File: src/rtl/matrix_divider_pkg.sv
/*
  Shared widths, saturation limits and packed structs for the matrix
  element-wise Q16.16 divider. Every block imports this package in its
  module header.
*/

package matrix_divider_pkg;

  ////////////////////////////////////////////////////////////////////////////
  // Widths and constants
  ////////////////////////////////////////////////////////////////////////////

  // Signed Q16.16 element
  localparam int DATA_W = 32;
  localparam int FRAC_W = 16;

  // Matrix dimension counters
  localparam int SIZE_W = 8;

  // One restoring step per quotient bit
  localparam int DIV_CYCLES = DATA_W + FRAC_W;

  // Saturation limits in Q16.16
  localparam logic [DATA_W-1:0] SAT_POS = 32'h7fff_ffff;
  localparam logic [DATA_W-1:0] SAT_NEG = 32'h8000_0000;

  ////////////////////////////////////////////////////////////////////////////
  // Structs
  ////////////////////////////////////////////////////////////////////////////

  // Position flags riding along with each element
  typedef struct packed {
    logic row_end;
    logic last;
  } elem_tag_t;

  // Operand pair handed to the divider
  typedef struct packed {
    logic [DATA_W-1:0] a;
    logic [DATA_W-1:0] b;
    elem_tag_t         tag;
  } div_operands_t;

  // Raw unsigned quotient plus status for the result stage
  typedef struct packed {
    logic [DATA_W-1:0] quotient;
    logic              overflow;
    logic              div_zero;
    logic              sign;
    elem_tag_t         tag;
  } div_result_t;

endpackage

File: src/rtl/matrix_index_sequencer.sv
/*
  Tracks the I/J position of the next element to be issued and owns the
  busy window of a matrix operation. Sizes are sampled on start; the tag
  of the current element is offered to operand capture.
*/

`timescale 1ns/10ps

module matrix_index_sequencer
  import matrix_divider_pkg::*;
(
  input  logic              CLK,
  input  logic              RST,
  input  logic              start,
  input  logic [SIZE_W-1:0] size_i,
  input  logic [SIZE_W-1:0] size_j,
  input  logic              issue,
  input  logic              out_last,
  output logic              accept_en,
  output elem_tag_t         tag,
  output logic              busy
);

  // Sampled dimensions
  logic [SIZE_W-1:0] size_i_q;
  logic [SIZE_W-1:0] size_j_q;

  // Index of the next element to issue
  logic [SIZE_W-1:0] idx_i;
  logic [SIZE_W-1:0] idx_j;

  // Set once the final element has left capture
  logic issued_all;

  logic start_take;

  // Start only counts when idle
  assign start_take = start && !busy;

  ////////////////////////////////////////////////////////////////////////////
  // Tag decode
  ////////////////////////////////////////////////////////////////////////////

  assign tag.row_end = (idx_j == size_j_q - SIZE_W'(1));
  assign tag.last    = tag.row_end && (idx_i == size_i_q - SIZE_W'(1));

  // Operands still wanted
  assign accept_en = busy && !issued_all;

  ////////////////////////////////////////////////////////////////////////////
  // Index counters and busy window
  ////////////////////////////////////////////////////////////////////////////

  always_ff @(posedge CLK or posedge RST) begin
    if (RST) begin
      busy       <= 1'b0;
      issued_all <= 1'b0;
      size_i_q   <= '0;
      size_j_q   <= '0;
      idx_i      <= '0;
      idx_j      <= '0;
    end else if (start_take) begin
      busy       <= 1'b1;
      issued_all <= 1'b0;
      size_i_q   <= size_i;
      size_j_q   <= size_j;
      idx_i      <= '0;
      idx_j      <= '0;
    end else if (busy) begin
      if (issue) begin
        if (tag.last) begin
          issued_all <= 1'b1;
        end else if (tag.row_end) begin
          // Wrap to next row
          idx_i <= idx_i + SIZE_W'(1);
          idx_j <= '0;
        end else begin
          idx_j <= idx_j + SIZE_W'(1);
        end
      end
      // Final element has left the result stage
      if (out_last) begin
        busy <= 1'b0;
      end
    end
  end

  // Zero-sized matrix would never produce a last element
  a_start_size : assert property (@(posedge CLK) disable iff (RST)
    start_take |-> (size_i != '0) && (size_j != '0));

  // Capture only launches while elements remain
  a_issue_window : assert property (@(posedge CLK) disable iff (RST)
    issue |-> accept_en);

endmodule

File: src/rtl/operand_capture.sv
/*
  Pairs the A and B operand streams. Each operand has a one-entry slot so
  the two may arrive in any order; a full pair is issued to the divider
  as soon as the divider is idle.
*/

`timescale 1ns/10ps

module operand_capture
  import matrix_divider_pkg::*;
(
  input  logic              CLK,
  input  logic              RST,
  input  logic              accept_en,
  input  elem_tag_t         tag,
  input  logic              a_valid,
  input  logic [DATA_W-1:0] a_data,
  output logic              a_ready,
  input  logic              b_valid,
  input  logic [DATA_W-1:0] b_data,
  output logic              b_ready,
  input  logic              div_busy,
  output logic              issue,
  output div_operands_t     operands
);

  // Slot state
  logic a_full;
  logic b_full;

  // Slot payload
  logic [DATA_W-1:0] a_q;
  logic [DATA_W-1:0] b_q;

  // Ready only into an empty slot
  assign a_ready = accept_en && !a_full;
  assign b_ready = accept_en && !b_full;

  // Launch when pair complete and divider free
  assign issue = a_full && b_full && !div_busy;

  // Tag comes from the sequencer at launch time
  assign operands.a   = a_q;
  assign operands.b   = b_q;
  assign operands.tag = tag;

  always_ff @(posedge CLK or posedge RST) begin
    if (RST) begin
      a_full <= 1'b0;
      b_full <= 1'b0;
    end else begin
      if (a_valid && a_ready) begin
        a_full <= 1'b1;
      end else if (issue) begin
        a_full <= 1'b0;
      end
      if (b_valid && b_ready) begin
        b_full <= 1'b1;
      end else if (issue) begin
        b_full <= 1'b0;
      end
    end
  end

  always_ff @(posedge CLK) begin
    if (a_valid && a_ready) begin
      a_q <= a_data;
    end
    if (b_valid && b_ready) begin
      b_q <= b_data;
    end
  end

  // Divider must take the pair on the next edge
  a_issue_taken : assert property (@(posedge CLK) disable iff (RST)
    issue |=> div_busy);

endmodule

File: src/rtl/fixed_divider.sv
/*
  Iterative restoring divider for signed Q16.16 operands. Works on
  magnitudes with the dividend pre-shifted by FRAC_W, one quotient bit
  per cycle. Sign, divide-by-zero and overflow travel to the result stage.
*/

`timescale 1ns/10ps

module fixed_divider
  import matrix_divider_pkg::*;
(
  input  logic          CLK,
  input  logic          RST,
  input  logic          issue,
  input  div_operands_t operands,
  output logic          div_busy,
  output logic          res_valid,
  output div_result_t   result
);

  localparam int CNT_W = $clog2(DIV_CYCLES + 1);
  localparam int QUO_W = DATA_W + FRAC_W;

  // Operand magnitudes
  logic [DATA_W-1:0] a_mag;
  logic [DATA_W-1:0] b_mag;

  // Steps left
  logic [CNT_W-1:0] count;

  // Dividend bits leave at the top, quotient bits enter at the bottom
  logic [QUO_W-1:0]  quo_q;
  logic [DATA_W-1:0] rem_q;
  logic [DATA_W-1:0] div_q;

  // Status held for the whole operation
  logic      sign_q;
  logic      zero_q;
  elem_tag_t tag_q;

  // One restoring step
  logic [DATA_W:0]   rem_shift;
  logic [DATA_W+1:0] diff;
  logic              step_ok;
  logic [DATA_W-1:0] rem_next;
  logic [QUO_W-1:0]  quo_next;
  logic              final_step;

  // Two's complement magnitude; 0x8000_0000 maps onto itself as unsigned
  assign a_mag = operands.a[DATA_W-1] ? DATA_W'(-operands.a) : operands.a;
  assign b_mag = operands.b[DATA_W-1] ? DATA_W'(-operands.b) : operands.b;

  ////////////////////////////////////////////////////////////////////////////
  // Restoring step
  ////////////////////////////////////////////////////////////////////////////

  assign rem_shift = {rem_q, quo_q[QUO_W-1]};
  assign diff      = {1'b0, rem_shift} - {2'b00, div_q};

  // No borrow means divisor fits
  assign step_ok  = !diff[DATA_W+1];
  assign rem_next = step_ok ? diff[DATA_W-1:0] : rem_shift[DATA_W-1:0];
  assign quo_next = {quo_q[QUO_W-2:0], step_ok};

  assign final_step = div_busy && (count == CNT_W'(1));

  ////////////////////////////////////////////////////////////////////////////
  // Control
  ////////////////////////////////////////////////////////////////////////////

  always_ff @(posedge CLK or posedge RST) begin
    if (RST) begin
      div_busy  <= 1'b0;
      res_valid <= 1'b0;
      count     <= '0;
    end else begin
      res_valid <= final_step;
      if (issue) begin
        div_busy <= 1'b1;
        count    <= CNT_W'(DIV_CYCLES);
      end else if (div_busy) begin
        count <= count - CNT_W'(1);
        if (final_step) begin
          div_busy <= 1'b0;
        end
      end
    end
  end

  ////////////////////////////////////////////////////////////////////////////
  // Datapath
  ////////////////////////////////////////////////////////////////////////////

  always_ff @(posedge CLK) begin
    if (issue) begin
      quo_q  <= {a_mag, FRAC_W'(0)};
      rem_q  <= '0;
      div_q  <= b_mag;
      // 0/0 has both sign bits clear and saturates positive
      sign_q <= operands.a[DATA_W-1] ^ operands.b[DATA_W-1];
      zero_q <= (operands.b == '0);
      tag_q  <= operands.tag;
    end else if (div_busy) begin
      quo_q <= quo_next;
      rem_q <= rem_next;
    end
    // Result register survives while the next pair runs
    if (final_step) begin
      result.quotient <= quo_next[DATA_W-1:0];
      result.overflow <= |quo_next[QUO_W-1:DATA_W-1];
      result.div_zero <= zero_q;
      result.sign     <= sign_q;
      result.tag      <= tag_q;
    end
  end

endmodule

File: src/rtl/division_result_stage.sv
/*
  Output register of the divider. Applies the sign to the raw quotient,
  saturates on overflow or divide-by-zero and drives the output stream
  with its row-end and last flags.
*/

`timescale 1ns/10ps

module division_result_stage
  import matrix_divider_pkg::*;
(
  input  logic              CLK,
  input  logic              RST,
  input  logic              res_valid,
  input  div_result_t       result,
  output logic              out_valid,
  output logic [DATA_W-1:0] out_data,
  output logic              out_row_end,
  output logic              out_last
);

  logic [DATA_W-1:0] signed_q;
  logic [DATA_W-1:0] final_q;

  // Negate magnitude for negative results
  assign signed_q = result.sign ? DATA_W'(-result.quotient) : result.quotient;

  // Clamp toward the sign of the true quotient
  always_comb begin
    if (result.div_zero || result.overflow) begin
      final_q = result.sign ? SAT_NEG : SAT_POS;
    end else begin
      final_q = signed_q;
    end
  end

  // Flags
  always_ff @(posedge CLK or posedge RST) begin
    if (RST) begin
      out_valid   <= 1'b0;
      out_row_end <= 1'b0;
      out_last    <= 1'b0;
    end else begin
      out_valid   <= res_valid;
      out_row_end <= res_valid && result.tag.row_end;
      out_last    <= res_valid && result.tag.last;
    end
  end

  // Data
  always_ff @(posedge CLK) begin
    if (res_valid) begin
      out_data <= final_q;
    end
  end

  // Last element closes the stream for at least one cycle
  a_last_closes : assert property (@(posedge CLK) disable iff (RST)
    out_last |=> !out_valid);

endmodule

File: src/rtl/matrix_fixed_divider.sv
/*
  Top level of the matrix element-wise Q16.16 divider. A and B stream in
  row-major order and quotients stream out in the same order, each with
  row-end and last flags. Start/busy frame one matrix operation.
*/

`timescale 1ns/10ps

module matrix_fixed_divider
  import matrix_divider_pkg::*;
(
  input  logic              CLK,
  input  logic              RST,

  // Control
  input  logic              start,
  input  logic [SIZE_W-1:0] size_i,
  input  logic [SIZE_W-1:0] size_j,
  output logic              busy,

  // Operand streams
  input  logic              a_valid,
  input  logic [DATA_W-1:0] a_data,
  output logic              a_ready,
  input  logic              b_valid,
  input  logic [DATA_W-1:0] b_data,
  output logic              b_ready,

  // Result stream
  output logic              out_valid,
  output logic [DATA_W-1:0] out_data,
  output logic              out_row_end,
  output logic              out_last
);

  ////////////////////////////////////////////////////////////////////////////
  // Internal wiring
  ////////////////////////////////////////////////////////////////////////////

  logic          accept_en;
  elem_tag_t     tag;
  logic          issue;
  div_operands_t operands;
  logic          div_busy;
  logic          res_valid;
  div_result_t   result;

  // Element position and busy window
  matrix_index_sequencer u_sequencer (
    .CLK      (CLK),
    .RST      (RST),
    .start    (start),
    .size_i   (size_i),
    .size_j   (size_j),
    .issue    (issue),
    .out_last (out_last),
    .accept_en(accept_en),
    .tag      (tag),
    .busy     (busy)
  );

  // A/B pairing
  operand_capture u_capture (
    .CLK      (CLK),
    .RST      (RST),
    .accept_en(accept_en),
    .tag      (tag),
    .a_valid  (a_valid),
    .a_data   (a_data),
    .a_ready  (a_ready),
    .b_valid  (b_valid),
    .b_data   (b_data),
    .b_ready  (b_ready),
    .div_busy (div_busy),
    .issue    (issue),
    .operands (operands)
  );

  // Restoring divider
  fixed_divider u_divider (
    .CLK      (CLK),
    .RST      (RST),
    .issue    (issue),
    .operands (operands),
    .div_busy (div_busy),
    .res_valid(res_valid),
    .result   (result)
  );

  // Saturation and output register
  division_result_stage u_result (
    .CLK        (CLK),
    .RST        (RST),
    .res_valid  (res_valid),
    .result     (result),
    .out_valid  (out_valid),
    .out_data   (out_data),
    .out_row_end(out_row_end),
    .out_last   (out_last)
  );

endmodule

File: config.mk
export PLATFORM = sky130hd
export DESIGN_NAME = matrix_fixed_divider
export DESIGN_NICKNAME = d
export VERILOG_FILES = /design/src/rtl/matrix_divider_pkg.sv /design/src/rtl/matrix_index_sequencer.sv /design/src/rtl/operand_capture.sv /design/src/rtl/fixed_divider.sv /design/src/rtl/division_result_stage.sv /design/src/rtl/matrix_fixed_divider.sv
export SDC_FILE = /design/constraint.sdc
export NUM_CORES = 1
export LEC_CHECK = 0
export BUFFER_PORTS_ARGS = -buffer_cell sky130_fd_sc_hd__buf_4
export CAP_MARGIN = 20
export CORE_MARGIN = 2
export CORE_UTILIZATION = 55
export CTS_BUF_LIST = sky130_fd_sc_hd__clkbuf_16
export CTS_CLUSTER_DIAMETER = 100
export DETAILED_ROUTE_END_ITERATION = 7
export GPL_ROUTABILITY_DRIVEN = 0
export PLACE_DENSITY = 0.78
export SLEW_MARGIN = 20
export SYNTH_ARGS = -nofsm -noshare
export SYNTH_HDL_FRONTEND = slang
export SYNTH_SLANG_ARGS = --single-unit
File: constraint.sdc
create_clock -name CLK -period 12.7 [get_ports CLK]
set_clock_uncertainty 0.1 [all_clocks]
set_input_delay 0.635 -clock CLK [delete_from_list [all_inputs] [get_ports CLK]]
set_output_delay 0.635 -clock CLK [all_outputs]
set_load 0.03 [all_outputs]
==> Word-level counts from Yosys, hierarchy flattened <==
Cells that the tools add are included.
{ "word_totals": {"out_inout_bits": 38, "reg_bits": 296, "inputBits": 85, "wordCells": 110} }
{ "classes": {"n_eq_ne": 4, "add_sub_neg": 9, "n_mux": 33, "bitwise_logic": 1, "reduce_logical": 31} }
{ "ops": {"columns": ["op", "count"], "rows": [
  ["two-way mux 32 bit", 5],
  ["two-way mux 48 bit", 2],
  ["negation 32 bit", 3],
  ["two-way mux 8 bit", 10],
  ["subtractor 33 x 32 -> 34 bit", 1],
  ["zero test 32 bit", 1],
  ["two-way mux 31 bit", 1],
  ["OR reduction 17 bit", 1],
  ["adder 8 x 1 -> 8 bit (second input constant)", 2],
  ["== test 8 bit", 2],
  ["subtractor 8 x 1 -> 8 bit (second input constant)", 2],
  ["nonzero test 2 bit", 7],
  ["two-way mux 1 bit", 13],
  ["logical AND 1 bit", 12],
  ["two-way mux 6 bit", 2],
  ["== test 6 x 1 -> 1 bit (second input constant)", 1],
  ["zero test 1 bit", 6],
  ["AND reduction 3 bit", 2],
  ["subtractor 6 x 1 -> 6 bit (second input constant)", 1],
  ["AND reduction 4 bit", 1],
  ["!= test 2 bit (second input constant)", 1],
  ["logical OR 1 bit", 1],
  ["bitwise XOR 1 bit", 1]
]} }

==> Longest topological paths before layout <==
{ "depth": {"ltp_word": 7, "ltp_mapped": 15, "depth_no_buf": 13} }

==> Hierarchy <==
A second synthesis with hierarchy kept.
{ "hier_totals": {"hier_cells": 1376, "hier_area_um2": 15102.0} }
{ "by_module_without_submodules": {"columns": ["mod", "cells_each", "seq_area_each_um2", "area_each_um2", "n_inst"], "rows": [
  ["fixed_divider", 876, 4314.1, 9048.7, 1],
  ["operand_capture", 78, 1971.9, 2050.7, 1],
  ["division_result_stage", 201, 1036.0, 2025.7, 1],
  ["matrix_index_sequencer", 221, 850.8, 1976.9, 1]
]} }

==> Least setup slack after synthesis <==
Ideal clock, no wire load.
{ "synth_path": {"path_kind": "register -> register", "start": "reg u_divider.count[1]", "end": "reg u_divider.result[0] (netlist name)", "stages_incl_launch_ff": 5, "setup_ps": 530, "n_path_buf": 0, "t_required_ps": 12070, "arrival_time_ps": 4273, "synth_period_minus_slack_ps": 4903, "setup_slack_ps": 7797, "cell_sequence": "dfrtp_1 inv_1 ha_1 nand2b_1 nor4_1"} }
{ "synth_via": {"elab_chain_cells": 2} }
{ "synth_lines": {"columns": ["item", "line_no", "text"], "rows": [
  ["start: declaration", "fixed_divider.sv:29", "logic [CNT_W-1:0] count;"],
  ["start signal: assignment", "fixed_divider.sv:80", "count <= CNT_W'(DIV_CYCLES);"],
  ["start signal: assignment", "fixed_divider.sv:82", "count <= count - CNT_W'(1);"],
  ["== test 6 x 1 -> 1 bit", "fixed_divider.sv:65", "assign final_step = div_busy && (count == CNT_W'(1));"],
  ["logical AND 1 bit", "fixed_divider.sv:65", null],
  ["via u_divider.final_step", "fixed_divider.sv:47", "logic final_step;"]
]} }
The timed path passes the listed nets, and every way through them passes these cells.
A chain may end at the register's enable or synchronous reset.

==> Worst setup path in the final report <==
{ "layout_path": {"start": "reg u_divider.div_busy", "end": "reg u_sequencer.idx_j[7]"} }
{ "layout_via": {"elab_chain_cells": 4} }
{ "layout_lines": {"columns": ["item", "line_no", "text"], "rows": [
  ["start: declaration", "fixed_divider.sv:16", "output logic div_busy,"],
  ["start signal: assignment", "fixed_divider.sv:73", "div_busy <= 1'b0;"],
  ["start signal: assignment", "fixed_divider.sv:79", "div_busy <= 1'b1;"],
  ["start signal: assignment", "fixed_divider.sv:84", "div_busy <= 1'b0;"],
  ["zero test 1 bit", "operand_capture.sv:40", "assign issue = a_full && b_full && !div_busy;"],
  ["logical AND 1 bit", "operand_capture.sv:40", null],
  ["via issue", "matrix_fixed_divider.sv:42", "logic issue;"],
  ["nonzero test 2 bit (no line)", null, null],
  ["AND reduction 3 bit (no line)", null, null],
  ["end signal: assignment", "matrix_index_sequencer.sv:78", "idx_j <= idx_j + SIZE_W'(1);"],
  ["end: declaration", "matrix_index_sequencer.sv:30", "logic [SIZE_W-1:0] idx_j;"]
]} }
The timed path passes the listed nets, and every way through them passes these cells.

==> flow_metrics.env <==
export IMPL_status="complete, no violations"
export IMPL_clockBufferDepth=3
export IMPL_p_leak_uw=0.006625
export IMPL_end_kind="register"
export IMPL_path_clk_slew_ns=0.06
export IMPL_vdd_drop_max_uv=143.8
export IMPL_worstPathRequired_ns=13.05
export IMPL_tns_ns=0
export IMPL_grt_pass1_wl_mm=46.64
export IMPL_synthArstFlopShare_pct=15.88
export IMPL_p_switching_uw=1132
export IMPL_core_sq_mm=0.02606
export IMPL_worstPathArrival_ns=4.24
export IMPL_max_freq_mhz=257.1
export IMPL_syn_num_nets=1464
export IMPL_reg2regPathDepth=10
export IMPL_drv_slew=0
export IMPL_final_common_cell="edfxtp_1"
export IMPL_drt_initial_drc_count=854
export IMPL_area_delta_synth_final_pct=15.67
export IMPL_synth_seq_cells=296
export IMPL_ys_types=68
export IMPL_cap_viol_max_count=0
export IMPL_fin_nets=1576
export IMPL_dieArea_sq_mm=0.02779
export IMPL_synth_edf_count=201
export IMPL_antenna_cells=0
export IMPL_crit_path_start_kind="register"
export IMPL_numCtsBuffers=30
export IMPL_synthesis_area_sq_mm=0.01456
export IMPL_cts_sinks=296
export IMPL_dr_pass1_iters=5
export IMPL_yosys_warnings=0
export IMPL_place_ws_ns=8.841
export IMPL_pwr_share_comb_pct=30.7
export IMPL_grt_pass1_vias=9660
export IMPL_vias_per_cell=5.677
export IMPL_synth_yosys_seq_area_share_pct=56.14
export IMPL_io_buffers=122
export IMPL_synth_ff_type="edfxtp_1"
export IMPL_crit_type="register to register"
export IMPL_clkPwrFrac_pct=25.8
export IMPL_most_common_layout_cells="edfxtp_1, buf_4, nand2_1, o21ai_0, nor2_1"
export IMPL_whs_ns=0.1346
export IMPL_track_usage_pct=19.85
export IMPL_finalHoldViolCount=0
export IMPL_ant_nets=0
export IMPL_start_util_pct=55.86
export IMPL_rsz0062_at_grt="no"
export IMPL_rows=59
export IMPL_cts_resized=0
export IMPL_sw_frac_of_total_pct=32.71
export IMPL_hp_class="input pin to async pin"
export IMPL_slew_headroom_pct=25.77
export IMPL_hold_buffers=0
export IMPL_post_cts_buffers=0
export IMPL_ys_top_cells_by_area="edfxtp_1, dfrtp_1, dfxtp_1"
export IMPL_fp_dieW_um=166.7
export IMPL_setup_ws_ns=8.810
export IMPL_overflow=0
export IMPL_place_hpwl_mm=19.36
export IMPL_cts_tree="built"
export IMPL_reg2reg_setup_slack_ns=8.81
export IMPL_fin_area_sq_mm=0.01684
export IMPL_insertion_delay_ns=0.55
export IMPL_grt_max_degree=65
export IMPL_r2r_end="u_sequencer.idx_j[7]$_DFFE_PP0P_"
export IMPL_synth_cells=1337
export IMPL_intPower_uw=2328
export IMPL_wirelength_mm=27.57
export IMPL_power_density_mw_per_mm2=205.4
export IMPL_finalSetupViolations=0
export IMPL_dpl_instance_area_sq_mm=0.01579
export IMPL_root_buffer="clkbuf_16"
export IMPL_io_pin_count=123
export IMPL_worstPathMaxFanout=61
export IMPL_htree_levels=1
export IMPL_antenna_found_initial=0
export IMPL_yosysTopAreaCellShare_pct=41.46
export IMPL_min_period_ns=3.890
export IMPL_die_y_um=166.7
export IMPL_drive_above_1_share_pct=14.73
export IMPL_syn_avg_cell_area_sq_um=10.89
export IMPL_vias=10260
export IMPL_pwr_share_seq_pct=43.4
export IMPL_wire_per_inst_um=15.25
export IMPL_r2r_start="u_divider.div_busy$_DFF_PP0_"
export IMPL_synth_top_area_cell="edfxtp_1"
export IMPL_post_route_util_pct=64.62
export IMPL_max_slew_worst_pin_slew_ns=1.109
export IMPL_fin_crit_sh_pct=30.63
export IMPL_drc=0
## worst max-delay path, cell delays in order (launching register included)
cell and delay [ns]:
dfrtp_2 1.06, inv_1 0.64, nand3_1 0.21, buf_4 0.33, clkinv_1 0.26, buf_4 0.33, nand2_1 0.15, nor2_1 0.06
nor2_1 0.36, o21ai_0 0.17, o31ai_1 0.09
## final cells by class
type	instances	area [sq um]
well taps	335	419.2
multi-input cells	926	5973
clock inverters	20	127.6
clock buffers	36	900.9
repair buffers	134	1013
inverters	61	230.2
flip-flops and latches	296	8174
fillers	1991	9220
## power by group through the flow
stage / clock network [uW] / registers [uW] / logic [uW]
after floorplan: 0 / 1450 / 863
after global placement: 0 / 1510 / 1020
after detailed placement: 0 / 1510 / 1060
after CTS: 909 / 1500 / 1060
after global routing: 952 / 1530 / 1200
final: 894 / 1500 / 1060
## flip-flops by register name, summed over array words and instances (netlist names), 2 cells and up
signal	flops
u_capture.a_q	32
u_sequencer.idx_j	8
u_result.out_data	32
u_sequencer.idx_i	8
u_sequencer.size_j_q	8
u_divider.count	6
u_capture.b_q	32
u_divider.quo_q	48
u_divider.rem_q	32
u_divider.tag_q	2
u_sequencer.size_i_q	8
u_divider.result	37
u_divider.div_q	32
## layer usage
layer,vias up,wire length [um],GRT usage (%)
li1,5113,-,-
met5,-,0,0
met2,281,12740,32.14
met3,45,1544,2.994
met4,0,488,4.610
met1,4825,12800,28.53
## per-stage QoR
| step | std cells | total power, uW |
|---|---|---|
| finish | 1808 | 3459 |
| CTS | 1807 | 3466 |
| global route | 1808 | 3684 |
| detailed placement | 1751 | 2569 |
| global placement | 1751 | 2529 |
| floorplan | 1337 | 2309 |
## cell usage after synthesis (all sizes together) (21+ instances only)
cell type  instances
inv               60
nor3              26
edfxtp           201
xor2              47
or3               21
dfxtp             48
nor2              97
o31ai             25
xnor2             62
nand2            124
mux2i             28
nand3             22
ha                41
dfrtp             47
o21ai            127
clkbuf            51
a21oi             74
## worst max-delay path by stage
stage	startpoint	to	slack, ns	cells past startpoint
finish	u_divider.div_busy$_DFF_PP0_	u_sequencer.idx_j[7]$_DFFE_PP0P_	8.81	10
global route	u_divider.div_busy$_DFF_PP0_	u_sequencer.idx_j[7]$_DFFE_PP0P_	8.30	10
detailed placement	u_divider.div_busy$_DFF_PP0_	u_sequencer.idx_j[7]$_DFFE_PP0P_	8.84	10
global placement	u_divider.div_busy$_DFF_PP0_	u_sequencer.idx_j[6]$_DFFE_PP0P_	8.95	10
CTS	u_divider.div_busy$_DFF_PP0_	u_sequencer.idx_j[7]$_DFFE_PP0P_	8.82	10
floorplan	u_divider.count[1]$_DFFE_PP0P_	u_divider.result[0]$_DFFE_PP_	7.80	4
## logic make-up (layout without fill, tap and decap cells)
logic type,Yosys count,in the layout,share of synthesized area [%]
buf+inv,115,251,2.965
simple gates,392,392,13.20
fa+ha+maj,42,42,3.661
compound gates,343,343,14.62
mux,40,40,2.853
xor+xnor,109,109,6.558
flops,296,296,56.14
Note: power is estimated with default switching activity, not from simulation.
